**config.mk**
```make
export PLATFORM = sky130hd
export DESIGN_NAME = daq_core
export DESIGN_NICKNAME = d
export VERILOG_FILES = /design/src/daq_pkg.sv /design/src/bus_fabric.sv /design/src/daq_system_regs.sv /design/src/board_control_regs.sv /design/src/reset_pulser.sv /design/src/rr_readout_arbiter.sv /design/src/daq_core.sv
export VERILOG_INCLUDE_DIRS = /design/src
export SDC_FILE = /design/constraint.sdc
export NUM_CORES = 1
export LEC_CHECK = 0
export BUFFER_PORTS_ARGS = -buffer_cell sky130_fd_sc_hd__buf_2
export CAP_MARGIN = 0
export CELL_PAD_IN_SITES_DETAIL_PLACEMENT = 1
export CELL_PAD_IN_SITES_GLOBAL_PLACEMENT = 1
export CORE_MARGIN = 5
export CORE_UTILIZATION = 39
export CTS_BUF_LIST = sky130_fd_sc_hd__clkbuf_8
export DETAILED_ROUTE_END_ITERATION = 12
export MAX_ROUTING_LAYER = met4
export PLACE_DENSITY = 0.95
export SLEW_MARGIN = 10
export SYNTH_ARGS = -nofsm -noshare
export SYNTH_HDL_FRONTEND = slang
export SYNTH_SLANG_ARGS = --single-unit
export TNS_END_PERCENT = 30
```
**constraint.sdc**
```tcl
create_clock -name BUS_CLK -period 9 [get_ports BUS_CLK]
set_input_delay 1.8 -clock BUS_CLK [delete_from_list [all_inputs] [get_ports BUS_CLK]]
set_output_delay 1.8 -clock BUS_CLK [all_outputs]
set_load 0.05 [all_outputs]
```
**src/daq_config.svh**
```systemverilog
`ifndef DAQ_CONFIG_SVH
`define DAQ_CONFIG_SVH

// Local bus address width
`define DAQ_ABUS_WIDTH 16

// Register block base addresses
`define DAQ_SYSTEM_BASE 16'h0300
`define PULSE_RST_BASE 16'h0400
`define BOARD_CTRL_BASE 16'h0500

// Every block decodes one 256 byte window
`define DAQ_BLOCK_SPAN 256

// Firmware identification
`define DAQ_MODULE_VERSION 8'd1
`define DAQ_VERSION_MAJOR 8'd1
`define DAQ_VERSION_MINOR 8'd2

// Board ID of the simulation target
`define DAQ_BOARD_ID 8'd0

// Readout arbiter
`define ARB_N_SOURCES 4
`define ARB_DATA_WIDTH 32

`endif

```
**src/daq_pkg.sv**
```systemverilog
`include "daq_config.svh"

package daq_pkg;

    // Local bus request as seen at the core boundary
    typedef struct packed {
        logic                       rd;
        logic                       wr;
        logic [`DAQ_ABUS_WIDTH-1:0] addr;
        logic [7:0]                 data;
    } bus_req_t;

    // Request after decode with a block-relative offset
    typedef struct packed {
        logic       rd;
        logic       wr;
        logic [7:0] offset;
        logic [7:0] data;
    } blk_req_t;

    // One FWFT FIFO source in front of the arbiter
    typedef struct packed {
        logic                       not_empty;
        logic                       hold;
        logic [`ARB_DATA_WIDTH-1:0] data;
    } arb_src_t;

    // Board-control word with sense in the low nibble
    typedef struct packed {
        logic       ref_sel;
        logic [7:0] lemo_mux;
        logic [2:0] ntc_mux;
        logic [3:0] sense;
    } board_ctrl_fields_t;

    // Same word seen by the bus as two bytes
    typedef union packed {
        board_ctrl_fields_t  f;
        logic [1:0][7:0]     bytes;
    } board_ctrl_u;

endpackage

```
**src/bus_fabric.sv**
```systemverilog
`timescale 1ns/100ps
`include "daq_config.svh"

module bus_fabric (
    input  logic              BUS_CLK,
    input  logic              BUS_RST,
    input  daq_pkg::bus_req_t i_bus,
    input  logic [7:0]        i_sys_rdata,
    input  logic [7:0]        i_ctrl_rdata,
    input  logic [7:0]        i_pulse_rdata,
    output daq_pkg::blk_req_t o_sys_req,
    output daq_pkg::blk_req_t o_ctrl_req,
    output daq_pkg::blk_req_t o_pulse_req,
    output logic [7:0]        o_bus_data
);

    localparam logic [1:0] SEL_NONE  = 2'd0;
    localparam logic [1:0] SEL_SYS   = 2'd1;
    localparam logic [1:0] SEL_CTRL  = 2'd2;
    localparam logic [1:0] SEL_PULSE = 2'd3;

    logic       sys_hit;
    logic       ctrl_hit;
    logic       pulse_hit;
    logic [1:0] rd_sel_q;

    function automatic logic in_block(input logic [`DAQ_ABUS_WIDTH-1:0] addr,
                                      input int unsigned base);
        return (addr >= base) && (addr < base + `DAQ_BLOCK_SPAN);
    endfunction

    assign sys_hit   = in_block(i_bus.addr, `DAQ_SYSTEM_BASE);
    assign ctrl_hit  = in_block(i_bus.addr, `BOARD_CTRL_BASE);
    assign pulse_hit = in_block(i_bus.addr, `PULSE_RST_BASE);

    // Strobes only reach the addressed block
    assign o_sys_req   = '{rd: i_bus.rd && sys_hit, wr: i_bus.wr && sys_hit,
                           offset: i_bus.addr[7:0], data: i_bus.data};
    assign o_ctrl_req  = '{rd: i_bus.rd && ctrl_hit, wr: i_bus.wr && ctrl_hit,
                           offset: i_bus.addr[7:0], data: i_bus.data};
    assign o_pulse_req = '{rd: i_bus.rd && pulse_hit, wr: i_bus.wr && pulse_hit,
                           offset: i_bus.addr[7:0], data: i_bus.data};

    // Remember which block was read since blocks answer one cycle later
    always_ff @(posedge BUS_CLK) begin
        if (BUS_RST) begin
            rd_sel_q <= SEL_NONE;
        end else if (i_bus.rd) begin
            if (sys_hit) begin
                rd_sel_q <= SEL_SYS;
            end else if (ctrl_hit) begin
                rd_sel_q <= SEL_CTRL;
            end else if (pulse_hit) begin
                rd_sel_q <= SEL_PULSE;
            end else begin
                rd_sel_q <= SEL_NONE;
            end
        end
    end

    always_comb begin
        case (rd_sel_q)
            SEL_SYS:   o_bus_data = i_sys_rdata;
            SEL_CTRL:  o_bus_data = i_ctrl_rdata;
            SEL_PULSE: o_bus_data = i_pulse_rdata;
            default:   o_bus_data = 8'h00;
        endcase
    end

    // Bus master never issues read and write together
    a_no_rd_wr: assert property (@(posedge BUS_CLK) disable iff (BUS_RST)
        !(i_bus.rd && i_bus.wr));

endmodule

```
**src/daq_system_regs.sv**
```systemverilog
`timescale 1ns/100ps
`include "daq_config.svh"

module daq_system_regs (
    input  logic              BUS_CLK,
    input  logic              BUS_RST,
    input  daq_pkg::blk_req_t i_req,
    output logic [7:0]        o_rdata
);

    // Set by software once the clock synthesizer is programmed
    logic configured_q;

    always_ff @(posedge BUS_CLK) begin
        if (BUS_RST) begin
            configured_q <= 1'b0;
        end else if (i_req.wr && (i_req.offset == 8'd5)) begin
            configured_q <= i_req.data[0];
        end
    end

    // Readback byte
    always_ff @(posedge BUS_CLK) begin
        if (i_req.rd) begin
            case (i_req.offset)
                8'd0:    o_rdata <= `DAQ_MODULE_VERSION;
                8'd1:    o_rdata <= `DAQ_VERSION_MINOR;
                8'd2:    o_rdata <= `DAQ_VERSION_MAJOR;
                8'd3:    o_rdata <= `DAQ_BOARD_ID;
                8'd4:    o_rdata <= {7'b0, configured_q};
                default: o_rdata <= 8'h00;
            endcase
        end
    end

endmodule

```
**src/board_control_regs.sv**
```systemverilog
`timescale 1ns/100ps

module board_control_regs (
    input  logic              BUS_CLK,
    input  logic              BUS_RST,
    input  daq_pkg::blk_req_t i_req,
    input  logic [3:0]        i_gpio_sense,
    output logic [7:0]        o_rdata,
    output logic              o_mgt_ref_sel,
    output logic [7:0]        o_lemo_mux,
    output logic [2:0]        o_ntc_mux
);
    import daq_pkg::*;

    board_ctrl_u ctrl_q;

    // Bus writes land byte-wise
    always_ff @(posedge BUS_CLK) begin
        if (BUS_RST) begin
            ctrl_q <= '0;
        end else if (i_req.wr && (i_req.offset[7:1] == 7'd0)) begin
            ctrl_q.bytes[i_req.offset[0]] <= i_req.data;
        end
        // Sense inputs win over any write to the low nibble
        ctrl_q.f.sense <= i_gpio_sense;
    end

    always_ff @(posedge BUS_CLK) begin
        if (i_req.rd) begin
            if (i_req.offset[7:1] == 7'd0) begin
                o_rdata <= ctrl_q.bytes[i_req.offset[0]];
            end else begin
                o_rdata <= 8'h00;
            end
        end
    end

    // A cleared ref_sel selects the on-board reference clock
    assign o_mgt_ref_sel = ~ctrl_q.f.ref_sel;
    assign o_lemo_mux    = ctrl_q.f.lemo_mux;
    assign o_ntc_mux     = ctrl_q.f.ntc_mux;

endmodule

```
**src/reset_pulser.sv**
```systemverilog
`timescale 1ns/100ps

module reset_pulser (
    input  logic              BUS_CLK,
    input  logic              BUS_RST,
    input  daq_pkg::blk_req_t i_req,
    output logic [7:0]        o_rdata,
    output logic              o_resetb_ext
);

    logic [7:0] width_q;
    logic [7:0] cnt_q;
    logic       busy;
    logic       start;

    assign busy  = (cnt_q != 8'd0);
    assign start = i_req.wr && (i_req.offset == 8'd0) && !busy;

    always_ff @(posedge BUS_CLK) begin
        if (BUS_RST) begin
            width_q <= 8'd0;
        end else if (i_req.wr && (i_req.offset == 8'd3)) begin
            width_q <= i_req.data;
        end
    end

    // Counter holds the remaining low cycles
    always_ff @(posedge BUS_CLK) begin
        if (BUS_RST) begin
            cnt_q        <= 8'd0;
            o_resetb_ext <= 1'b1;
        end else if (start) begin
            cnt_q        <= width_q;
            o_resetb_ext <= (width_q == 8'd0);
        end else if (busy) begin
            cnt_q        <= cnt_q - 8'd1;
            o_resetb_ext <= (cnt_q == 8'd1);
        end
    end

    always_ff @(posedge BUS_CLK) begin
        if (i_req.rd) begin
            case (i_req.offset)
                8'd1:    o_rdata <= {7'b0, !busy};
                8'd3:    o_rdata <= width_q;
                default: o_rdata <= 8'h00;
            endcase
        end
    end

    a_low_only_when_counting: assert property (@(posedge BUS_CLK) disable iff (BUS_RST)
        !o_resetb_ext |-> busy);

endmodule

```
**src/rr_readout_arbiter.sv**
```systemverilog
`timescale 1ns/100ps
`include "daq_config.svh"

module rr_readout_arbiter (
    input  logic                                  BUS_CLK,
    input  logic                                  BUS_RST,
    input  daq_pkg::arb_src_t [`ARB_N_SOURCES-1:0] i_src,
    input  logic                                  i_arb_ready,
    output logic [`ARB_N_SOURCES-1:0]             o_src_read,
    output logic                                  o_arb_write,
    output logic [`ARB_DATA_WIDTH-1:0]            o_arb_data
);

    localparam int N_SRC = `ARB_N_SOURCES;
    localparam int PTR_W = (N_SRC > 1) ? $clog2(N_SRC) : 1;

    logic [PTR_W-1:0] last_q;
    logic             granted_q;
    logic [N_SRC-1:0] not_empty;
    logic             grant_vld;
    logic [PTR_W-1:0] grant_idx;

    always_comb begin
        for (int i = 0; i < N_SRC; i++) begin
            not_empty[i] = i_src[i].not_empty;
        end
    end

    // Hold keeps the last winner, else search downwards from it with wrap
    always_comb begin
        logic [PTR_W-1:0] cand;
        grant_vld = 1'b0;
        grant_idx = last_q;
        cand      = last_q;
        if (i_arb_ready) begin
            if (granted_q && i_src[last_q].hold && not_empty[last_q]) begin
                grant_vld = 1'b1;
            end else begin
                for (int k = 1; k <= N_SRC; k++) begin
                    cand = PTR_W'((int'(last_q) + N_SRC - k) % N_SRC);
                    if (!grant_vld && not_empty[cand]) begin
                        grant_vld = 1'b1;
                        grant_idx = cand;
                    end
                end
            end
        end
    end

    // Pop strobe to the FWFT source in the grant cycle
    always_comb begin
        o_src_read = '0;
        if (grant_vld) begin
            o_src_read[grant_idx] = 1'b1;
        end
    end

    always_ff @(posedge BUS_CLK) begin
        if (BUS_RST) begin
            last_q      <= '0;
            granted_q   <= 1'b0;
            o_arb_write <= 1'b0;
        end else begin
            o_arb_write <= grant_vld;
            if (grant_vld) begin
                last_q    <= grant_idx;
                granted_q <= 1'b1;
            end
        end
    end

    // Head word captured as it is popped
    always_ff @(posedge BUS_CLK) begin
        if (grant_vld) begin
            o_arb_data <= i_src[grant_idx].data;
        end
    end

    a_pop_onehot: assert property (@(posedge BUS_CLK) disable iff (BUS_RST)
        $onehot0(o_src_read));

    a_pop_not_empty: assert property (@(posedge BUS_CLK) disable iff (BUS_RST)
        (o_src_read & ~not_empty) == '0);

    a_no_pop_unready: assert property (@(posedge BUS_CLK) disable iff (BUS_RST)
        !i_arb_ready |-> (o_src_read == '0));

endmodule

```
**src/daq_core.sv**
```systemverilog
`timescale 1ns/100ps
`include "daq_config.svh"

module daq_core (
    input  logic                                  BUS_CLK,
    input  logic                                  BUS_RST,
    input  daq_pkg::bus_req_t                     i_bus,
    output logic [7:0]                            o_bus_data,
    input  logic [3:0]                            i_gpio_sense,
    output logic                                  o_mgt_ref_sel,
    output logic [7:0]                            o_lemo_mux,
    output logic [2:0]                            o_ntc_mux,
    output logic                                  o_resetb_ext,
    input  daq_pkg::arb_src_t [`ARB_N_SOURCES-1:0] i_src,
    output logic [`ARB_N_SOURCES-1:0]             o_src_read,
    input  logic                                  i_arb_ready,
    output logic                                  o_arb_write,
    output logic [`ARB_DATA_WIDTH-1:0]            o_arb_data
);
    import daq_pkg::*;

    blk_req_t   sys_req;
    blk_req_t   ctrl_req;
    blk_req_t   pulse_req;
    logic [7:0] sys_rdata;
    logic [7:0] ctrl_rdata;
    logic [7:0] pulse_rdata;

    bus_fabric fabric_i (
        .BUS_CLK       (BUS_CLK),
        .BUS_RST       (BUS_RST),
        .i_bus         (i_bus),
        .i_sys_rdata   (sys_rdata),
        .i_ctrl_rdata  (ctrl_rdata),
        .i_pulse_rdata (pulse_rdata),
        .o_sys_req     (sys_req),
        .o_ctrl_req    (ctrl_req),
        .o_pulse_req   (pulse_req),
        .o_bus_data    (o_bus_data)
    );

    daq_system_regs system_i (
        .BUS_CLK (BUS_CLK),
        .BUS_RST (BUS_RST),
        .i_req   (sys_req),
        .o_rdata (sys_rdata)
    );

    board_control_regs board_ctrl_i (
        .BUS_CLK       (BUS_CLK),
        .BUS_RST       (BUS_RST),
        .i_req         (ctrl_req),
        .i_gpio_sense  (i_gpio_sense),
        .o_rdata       (ctrl_rdata),
        .o_mgt_ref_sel (o_mgt_ref_sel),
        .o_lemo_mux    (o_lemo_mux),
        .o_ntc_mux     (o_ntc_mux)
    );

    // Chip external reset
    reset_pulser pulse_rst_i (
        .BUS_CLK      (BUS_CLK),
        .BUS_RST      (BUS_RST),
        .i_req        (pulse_req),
        .o_rdata      (pulse_rdata),
        .o_resetb_ext (o_resetb_ext)
    );

    // Index 3 RX, 2 TLU, 1 LVDS TDC, 0 CMOS TDC
    rr_readout_arbiter arbiter_i (
        .BUS_CLK     (BUS_CLK),
        .BUS_RST     (BUS_RST),
        .i_src       (i_src),
        .i_arb_ready (i_arb_ready),
        .o_src_read  (o_src_read),
        .o_arb_write (o_arb_write),
        .o_arb_data  (o_arb_data)
    );

endmodule

```
# Word level (Yosys, flattened, before mapping)

Cells that the tools add are included.
Widths: inputs -> output; s select.

Flip-flop bits (word level): 96
Bits of input ports: 169
Word-level logic and storage cells: 126
Output and inout port bits: 58

$add $sub $neg: 6
Bitwise logic cells: 1
Multiplexer cells: 50
$lt $le $gt $ge: 15
Reduce and logical (&&, ||, !) cells: 31
Equal/unequal tests: 9

Operators by type and width:

| kind                 | number |
|---|---|
| $bmux 34 s2          | 2 |
| $lt 16x11->1 const B | 3 |
| $mux 8               | 5 |
| $mux 33              | 1 |
| $ge 16x11->1 const B | 2 |
| $mux 32              | 1 |
| $pmux 8 s3           | 1 |
| $logic_and 1x1->1    | 21 |
| $mux 1               | 20 |
| $lt 2x3->1 const B   | 6 |
| $mux 2               | 9 |
| $bwmux 16            | 1 |
| $eq 8x1->1 const B   | 2 |
| $eq 8x2->1 const B   | 2 |
| $eq 8x3->1 const B   | 2 |
| $ge 16x10->1 const B | 1 |
| $logic_not 8->1      | 2 |
| $pmux 8 s2           | 1 |
| $bmux 1 s2           | 5 |
| $demux 8 s1          | 1 |
| $reduce_bool 8->1    | 1 |
| $sub 8x1->8 const B  | 1 |
| $logic_not 7->1      | 1 |
| $pmux 2 s3           | 1 |
| other kinds (14)     | 20 |

# Logic depth before layout (Yosys ltp)

Gate-level depths: netlist of run 1.

Depth in word-level cells: 27
Depth in mapped cells: 8
Depth with buffers taken out: 7

# Modules after synthesis

From an unflattened synthesis of run 1, not the netlist that was laid out.

Cell total of the unflattened synthesis: 449
Area, all modules: 5406.4 sq um

Modules (own cells, without submodules):

| module             | cells an instance | instances | seq. area each (sq um) | area an instance (sq um) |
|---|---|---|---|---|
| rr_readout_arbiter | 125               | 1         | 1041.0                 | 2182.1 |
| reset_pulser       | 114               | 1         | 580.6                  | 1208.7 |
| board_control_regs | 92                | 1         | 560.5                  | 1086.0 |
| bus_fabric         | 96                | 1         | 40.0                   | 706.9 |
| daq_system_regs    | 22                | 1         | 80.1                   | 222.7 |

# Worst setup path after synthesis of run 1

OpenSTA, ideal clock, no wires.

Path type: input to output
Start: in i_src[134] (netlist name)
End: out o_src_read[2]
Path buffers: 1
Arrival time: 4.731 ns
Stages: 7
Path slack: 2.469 ns
Required time: 7.200 ns
Cells stage by stage: mux4_2 -> a22oi_2 -> o211ai_1 -> a311o_1 -> xor2_4 -> buf_6 -> nor3b_1

Word-level cells in the longest chain between the ends: 11
Elaborated cells between the ends (all ways): 14
Classes of those cells: order compare: 2; mux: 9; reduce/logical: 3

Ends and longest elaborated chain:

| what                                                           | RTL line                 | text |
|---|---|---|
| from (decl)                                                    | daq_core.sv:14           | `` input daq_pkg::arb_src_t [`ARB_N_SOURCES-1:0] i_src, `` |
| $bmux 34 s2 (*)                                                | rr_readout_arbiter.sv:36 | `if (granted_q && i_src[last_q].hold && not_empty[last_q]) begin` |
| $mux 33 (implied by the code) (*)                              | rr_readout_arbiter.sv:36 |  |
| $logic_and 1x1->1 (*) (2 in series)                            | rr_readout_arbiter.sv:36 |  |
| $mux 2                                                         | rr_readout_arbiter.sv:36 |  |
| $mux 2                                                         | rr_readout_arbiter.sv:35 | `if (i_arb_ready) begin` |
| $lt 2x3->1 (implied by the code) or $ge 2x1->1 (tied branches) | rr_readout_arbiter.sv:54 | `o_src_read[grant_idx] = 1'b1;` |
| $logic_and 1x1->1 (implied by the code)                        | rr_readout_arbiter.sv:54 |  |
| $mux 1 (implied by the code)                                   | rr_readout_arbiter.sv:54 |  |
| $demux 1 s2                                                    | --                       |  |
| $mux 4 (*)                                                     | rr_readout_arbiter.sv:53 | `if (grant_vld) begin` |
| to (decl)                                                      | daq_core.sv:15           | `` output logic [`ARB_N_SOURCES-1:0] o_src_read, `` |

Mark *: on every way between the ends. The rest lies on a longest branch, timed or not. The select of a mux whose other input is x is not followed.

# Worst setup path in the final report of run 1

Same ends and word-level chain as after synthesis.

==> summary.txt, run 1 <==
Outcome
  • Status: finished clean

Yosys
  • Synth top area share: 0.328
  • Synth cell types: 52
  • Ys flop type: edfxtp_1
  • Post-Synthesis Cells: 357
  • Top post-synthesis cells by count: edfxtp_1 (50), dfxtp_1 (40), nor2_1 (39)
  • Post-synth top area cell: edfxtp_1
  • Ranking of synthesized cells by area: edfxtp_1 (33%), dfxtp_1 (18%), mux4_2 (16%)
  • Most frequent cell after synthesis: edfxtp_1
  • Register area share after synthesis: 0.503
  • Syn nets: 528
  • Post-synthesis sequential element count: 90
  • Post-synthesis instance area: 0.00458 sq mm
  • YS warnings: 0
  • Avg Inst Size Synth: 12.8 sq um
  • Ys async rst share: 0
  • Number of synthesized flops with an enable pin: 50

Placed design
  • RD Place Congestion: 0.906
  • Placed insts: 699
  • Port Buf Inserts: 226
  • Detail Placement HPWL: 12.6 mm

Timing
  • Fin Setup TNS: 0 ps
  • Worst slew pin tran: 1040 ps
  • Max_slew headroom: 0.304
  • Hold Vio Cnt, Final: 0
  • Slew Viols, Final: 0
  • Setup violators final: 0
  • Layout Skew: 15.6 ps
  • Final worst path period share: 0.685
  • Minimum clock period: 6160 ps
  • Fmax: 162 MHz
  • Unrepaired setup endpoints after global routing: no

Cells and area
  • Layout cell share with drive strength beyond 1: 0.505
  • Syn-to-layout area delta: 29.9%
  • Non-Filler Instances: 720
  • Fin nets: 738
  • Filler cells: 1283
  • Finished Core Util: 0.518

Critical path
  • RR Startpoint: arbiter_i.last_q[0]
  • Crit path DAT: 4360 ps
  • Critical Path RT: 7200 ps
  • Crit Path Max Fanout: 37
  • CP Cell Sequence: buf_2 > mux4_2 > a22oi_2 > o211ai_1 > a311o_1 > xor2_4 > buf_4 > nor3b_1 > buf_2
  • Kind of critical path: input pin to output pin
  • Reg2reg setup slack: 5340 ps
  • Most frequent CP cell: buf_2
  • CP Capture Type: output pin
  • Delay-heaviest family, CP: buffers and inverters
  • CP Launch Type: input pin
  • Reg-to-Reg End: arbiter_i.o_arb_data[17]
  • Largest stage delay, worst path: 540 ps
  • R2R depth: 7
  • CP Buf/Inv Count: 3
  • CP max stage cell: buf_4

Clock tree
  • Num CTS Buffers: 9
  • Clk sinks: 90
  • Root Buffer: clkbuf_8
  • CTS resizes: 0
  • CTS H-Tree Depth: 3
  • CTS tree: yes
  • Clock slew at reported path FFs: 80 ps
  • Clock Latency Late Sink: 370 ps
  • CTS max path bufs: 2
  • # hold bufs at CTS: 0
  • # Post-CTS Setup Buffers: 0

Floorplanning
  • DIE WIDTH: 118 microns
  • Die Height: 118 microns
  • Row count: 39
  • Boundary Pins: 227
  • Starting Density: 0.399
  • Core area: 0.0115 sq mm
  • Full die area: 0.0140 sq mm

Drt
  • Vias per cell: 5.42
  • DRT Wirelength: 15.6 mm
  • Pre-antenna DRT Iters: 4
  • ANT nets after route: 0
  • Wire per inst: 21.7 microns
  • # DRC: 0
  • Drt initial violations: 262
  • Vias post-DR: 3904

Min path
  • Hold EP: arbiter_i.granted_q
  • Min-delay worst type: flop to flop
  • Hold_sp: arbiter_i.granted_q
  • Hold depth: 2

Flow run
  • Max cap viols: 0

Global routing
  • GRT overflow: 0
  • Wire length of the first global-routing pass: 23.8 mm
  • Total global-route track usage: 0.226
  • Largest net degree at the start of global routing: 38
  • Vias in the first global route: 4372
  • Antenna violations before repair: 5

Power and ir drop
  • Max rail drop VDD: 0.000103 V
  • Lkg Pwr: 2.72 nW
  • Power Density: 214 mW/mm^2
## registers in the layout (all words and copies together), names as in the netlist
name                      flops
arbiter_i.o_arb_data         32
board_ctrl_i.ctrl_q          16
board_ctrl_i.o_rdata          8
pulse_rst_i.cnt_q             8
pulse_rst_i.o_rdata           8
pulse_rst_i.width_q           8
arbiter_i.last_q              2
fabric_i.rd_sel_q             2
system_i.o_rdata              2
arbiter_i.granted_q           1
arbiter_i.o_arb_write         1
pulse_rst_i.o_resetb_ext      1
system_i.configured_q         1
## metal layers
layer,vias to the layer above,part of all wire,track usage
met3,25,0.060,0.0478
met2,162,0.58,0.418
met5,-,0,-
met1,1926,0.34,0.228
li1,1791,-,-
met4,0,0.020,0.0939
## power by group
part / internal, mW / switching (mW) / leakage [nW]
clock network: 0.128 / 0.148 / 0.105
logic: 0.189 / 0.288 / 1.78
registers: 0.492 / 0.0302 / 0.838
total: 0.808 / 0.467 / 2.72
## how the worst max path moves through the flow
stage | startpoint | endpoint | slack [ps] | depth (start not counted)
2_1_floorplan | i_src[134] | o_src_read[2] | 2470 | 7
3_3_place_gp | i_src[134] | o_src_read[2] | 2890 | 9
3_5_place_dp | i_src[134] | o_src_read[2] | 2820 | 9
4_1_cts | i_src[134] | o_src_read[2] | 2800 | 9
5_1_grt | i_src[134] | o_src_read[2] | 2680 | 9
6_report | i_src[134] | o_src_read[2] | 2840 | 9
## area by class of cell
type                       instances  area [sq um]  area share
multi-input combinational        230          2080       0.350
antenna                            5          12.5     0.00210
inverter                           7          26.3     0.00442
tap                              143           179      0.0301
clock buffer                       9           124      0.0208
sequential                        90          2300       0.387
clock inverter                     7          67.6      0.0114
timing repair buffer             229          1150       0.194
## worst register-to-register path: stages (launching register included)
cell and delay (ps):
dfxtp_1 710, mux4_2 590, a22oi_2 260, o211ai_1 120, a311o_1 400, xor2_4 150, buf_4 540, mux4_2 630
## placed cells by master, fill, tap and decap left out, drive strengths merged, types with 3 or more instances in the layout
cell,n
mux2i,28
nand2,18
mux4,33
nand3,6
nor4,4
dfxtp,40
mux2,3
and2,9
nor2,39
a22o,11
inv,10
edfxtp,50
and3,5
nor3,10
a31oi,3
diode,5
clkbuf,9
a211oi,4
or3,3
a21oi,8
nor2b,9
buf,229
clkinv,3
## through the flow
step / hold WS [ps] / instance area (sq um) / power [mW] / setup slack (ps)
finish: 523 / 5940 / 1.27 / 2840
global route: 553 / 5940 / 1.34 / 2680
CTS: 523 / 5930 / 1.28 / 2800
detailed placement: 510 / 5740 / 1.01 / 2820
global placement: 495 / 5740 / 0.986 / 2890
floorplan: 459 / 4580 / 0.888 / 2470
## logic make-up (layout without fill, tap and decap cells)
family / Yosys count / after routing / synth area share
buf+inv: 37 / 252 / 0.0457
compound gates: 45 / 45 / 0.0763
fa+ha+maj: 2 / 2 / 0.00547
flops: 90 / 90 / 0.503
simple gates: 115 / 115 / 0.127
mux: 64 / 64 / 0.231
xor+xnor: 4 / 4 / 0.0118
other cells: 0 / 5 / 0
No activity file was read; power rests on OpenSTA's default activity.
==> run 2: changes to the inputs <==
- ABC_AREA: unset -> 1
- CORE_UTILIZATION: 39 -> 35
- PLACE_DENSITY: 0.95 -> 0.93
- clock period: 9 -> 5.82 ns (I/O delays scaled with it)
==> summary.txt, run 2 <==
Drt
  • # DRC: 0 (unchanged)
  • Pre-antenna DRT Iters: 4 (unchanged)
  • Wire per inst: 16.0 microns (-26%)
  • Vias post-DR: 5469 (+40%)
  • Drt initial violations: 253 (-3.4%)
  • ANT nets after route: 0 (unchanged)
  • Vias per cell: 4.89 (-9.9%)
  • DRT Wirelength: 17.9 mm (+14%)

Cells and area
  • Biggest regs: arbiter_i.o_arb_data (32), board_ctrl_i.ctrl_q (16)
  • Max reg flops: 32 (unchanged)
  • Most frequent cells in the layout: buf_2 (226), nand2_1 (215), nand3_1 (80), inv_1 (78), nor2_1 (60)
  • Syn-to-layout area delta: 23.7%
  • Layout cell share with drive strength beyond 1: 0.299 (-0.206)
  • Fin nets: 1092 (+48%)
  • Most common cell after layout, fill and taps aside: buf_2
  • Top reg by flops: arbiter_i.o_arb_data
  • Finished Core Util: 0.440 (-0.0782)
  • Fin area: 0.00669 sq mm (+13%)

Timing
  • Worst slew pin tran: 865 ps (-171 ps)
  • Hold Vio Cnt, Final: 0 (unchanged)
  • Minimum clock period: 4300 ps
  • Layout Skew: 13.8 ps (-1.75 ps)
  • Fmax: 233 MHz
  • Slew Viols, Final: 0 (unchanged)
  • Unrepaired setup endpoints after global routing: no
  • Fin Setup TNS: 0 ps (unchanged)
  • Setup violators final: 0 (unchanged)
  • Final worst path period share: 0.739
  • Max_slew headroom: 0.421 (+0.118)

Clock tree
  • CTS max path bufs: 2 (unchanged)
  • Clock Latency Late Sink: 380 ps (about the same)
  • Clk sinks: 90 (unchanged)
  • CTS tree: yes
  • CTS H-Tree Depth: 3 (unchanged)
  • # Post-CTS Setup Buffers: 0 (unchanged)
  • # hold bufs at CTS: 0 (unchanged)
  • Num CTS Buffers: 9 (unchanged)
  • Clock slew at reported path FFs: 90 ps (about the same)
  • CTS resizes: 0 (unchanged)
  • Root Buffer: clkbuf_8

Floorplanning
  • Core area: 0.0152 sq mm (+33%)
  • Die Height: 134 microns (+14%)
  • Starting Density: 0.356 (-0.0431)
  • Boundary Pins: 227 (unchanged)
  • DIE WIDTH: 134 microns (+14%)
  • Full die area: 0.0180 sq mm (+29%)
  • Row count: 45 (+15%)

Critical path
  • RR Startpoint: arbiter_i.last_q[0]
  • Crit path DAT: 3130 ps (-1230 ps)
  • Kind of critical path: input pin to output pin
  • Reg-to-Reg End: arbiter_i.o_arb_data[8]
  • Crit Path Max Fanout: 28 (-24%)
  • Critical Path RT: 4660 ps (-2540 ps)
  • CP Launch Type: input pin
  • R2R depth: 14 (+7)
  • Reg2reg setup slack: 2810 ps (-2530 ps)
  • CP Capture Type: output pin

Placed design
  • Area after DPL: 0.00650 sq mm (+13%)
  • Detail Placement HPWL: 14.0 mm (+12%)
  • Port Buf Inserts: 226 (unchanged)
  • RD Place Congestion: 0.867 (-4.2%)

Power and ir drop
  • Tot Pwr: 3.47 mW (+170%)
  • Internal: 1.64 mW (+100%)
  • Clock share of power: 0.119 (-0.098)
  • Lkg Pwr: 3.40 nW (+25%)
  • Switching portion of total power: 0.526 (+0.160)
  • Switching pwr: 1.83 mW (+290%)
  • Comb pwr share: 0.602 (+0.228)
  • Seq pwr share: 0.280 (-0.129)
  • Power Density: 518 mW/mm^2 (+140%)
  • Max rail drop VDD: 0.000348 V (+240%)

Yosys
  • Ys async rst share: 0 (unchanged)
  • Post-synth top area cell: edfxtp_1
  • Ranking of synthesized cells by area: edfxtp_1 (28%), nand2_1 (15%), dfxtp_1 (15%)
  • Post-Synthesis Cells: 724 (+100%)
  • Post-synthesis instance area: 0.00541 sq mm (+18%)
  • Synth top area share: 0.278 (-0.0506)
  • Synth cell types: 39 (-25%)
  • Top post-synthesis cells by count: nand2_1 (217), nand3_1 (80), inv_1 (78)
  • Number of synthesized flops with an enable pin: 50 (unchanged)
  • Syn nets: 895 (+70%)
  • Register area share after synthesis: 0.426 (-0.0776)
  • Post-synthesis sequential element count: 90 (unchanged)
  • YS warnings: 0 (unchanged)
  • Ys flop type: edfxtp_1
  • Avg Inst Size Synth: 7.47 sq um (-42%)
  • Most frequent cell after synthesis: nand2_1

Min path
  • Hold EP: system_i.configured_q
  • Min-delay worst type: flop to flop
  • Hold depth: 2 (unchanged)
  • Hold_sp: system_i.configured_q

Global routing
  • Vias in the first global route: 5668 (+30%)
  • Largest net degree at the start of global routing: 65 (+71%)
  • Total global-route track usage: 0.199 (-0.0262)
  • Wire length of the first global-routing pass: 27.8 mm (+17%)
  • GRT overflow: 0 (unchanged)
  • Antenna violations before repair: 4 (-1)

Flow run
  • Max cap viols: 0 (unchanged)

Outcome
  • Status: finished clean
[run 2: cell count changes after synthesis, sizes merged, moves of 6 or more]
cell / before / now
a21oi: 8 / 15
nand3: 6 / 88
mux2i: 28 / 0
nor2: 39 / 64
inv: 7 / 82
nand2: 18 / 226
nand3b: 0 / 34
nor2b: 9 / 0
o21ai: 1 / 37
nor3: 10 / 4
and2: 9 / 1
mux4: 33 / 0
buf: 20 / 40
[run 2: how the worst max path moves through the flow]
stage                   startpoint            end  cells past startpoint
2_1_floorplan           i_src[135]  o_src_read[0]                     10
3_3_place_gp            i_src[135]  o_src_read[3]                     13
5_1_grt        arbiter_i.last_q[0]  o_src_read[3]                     11
4_1_cts                 i_src[135]  o_src_read[3]                     13
3_5_place_dp            i_src[135]  o_src_read[3]                     13
6_report                i_src[135]  o_src_read[3]                     13
[run 2: layout make-up]
cell class	count	area, sq um
fill	2034	8510
multi-input combinational	507	2480
sequential	90	2300
timing repair buffer	231	1170
inverter	82	313
tap	188	235
clock buffer	10	138
clock inverter	6	40.0
antenna	5	12.5
[run 2: kinds of logic after synthesis]
group           after synthesis  share of synthesized area
compound gates               71                     0.0775
xor+xnor                      4                    0.00648
fa+ha+maj                     2                    0.00462
buf+inv                     127                      0.117
flops                        90                      0.426
simple gates                430                      0.369
[run 2: critical path, stage by stage]
cell,delay [ps]
buf_2,120
nand2_1,80
nand2_1,100
nand2_2,120
nand2_4,80
nor2_8,120
nand3_4,90
nand2_1,80
inv_2,50
a21oi_4,360
buf_4,410
nor3_1,120
buf_2,240
[run 2: power groups by stage]
stage	clock network [mW]	logic, mW	registers, mW
finish	0.411	2.09	0.970
global route	0.449	2.30	0.991
CTS	0.423	2.12	0.973
detailed placement	0	2.11	0.986
global placement	0	2.07	0.977
floorplan	0	1.29	1.41
[run 2: through the flow]
step / worst slack, ps / hold slack, ps / cells
3_3_place_gp: 1570 / 459 / 1098
3_5_place_dp: 1520 / 462 / 1098
5_1_grt: 1310 / 494 / 1118
6_report: 1520 / 472 / 1119
4_1_cts: 1510 / 477 / 1114
2_1_floorplan: 1440 / 441 / 724
[run 2: per-layer routing]
metal / vias up / share of wire / global-route usage
met2: 186 / 0.48 / 0.338
met4: 0 / 0.017 / 0.0577
met1: 2520 / 0.42 / 0.229
met5: - / 0 / -
met3: 18 / 0.084 / 0.0600
li1: 2745 / - / -
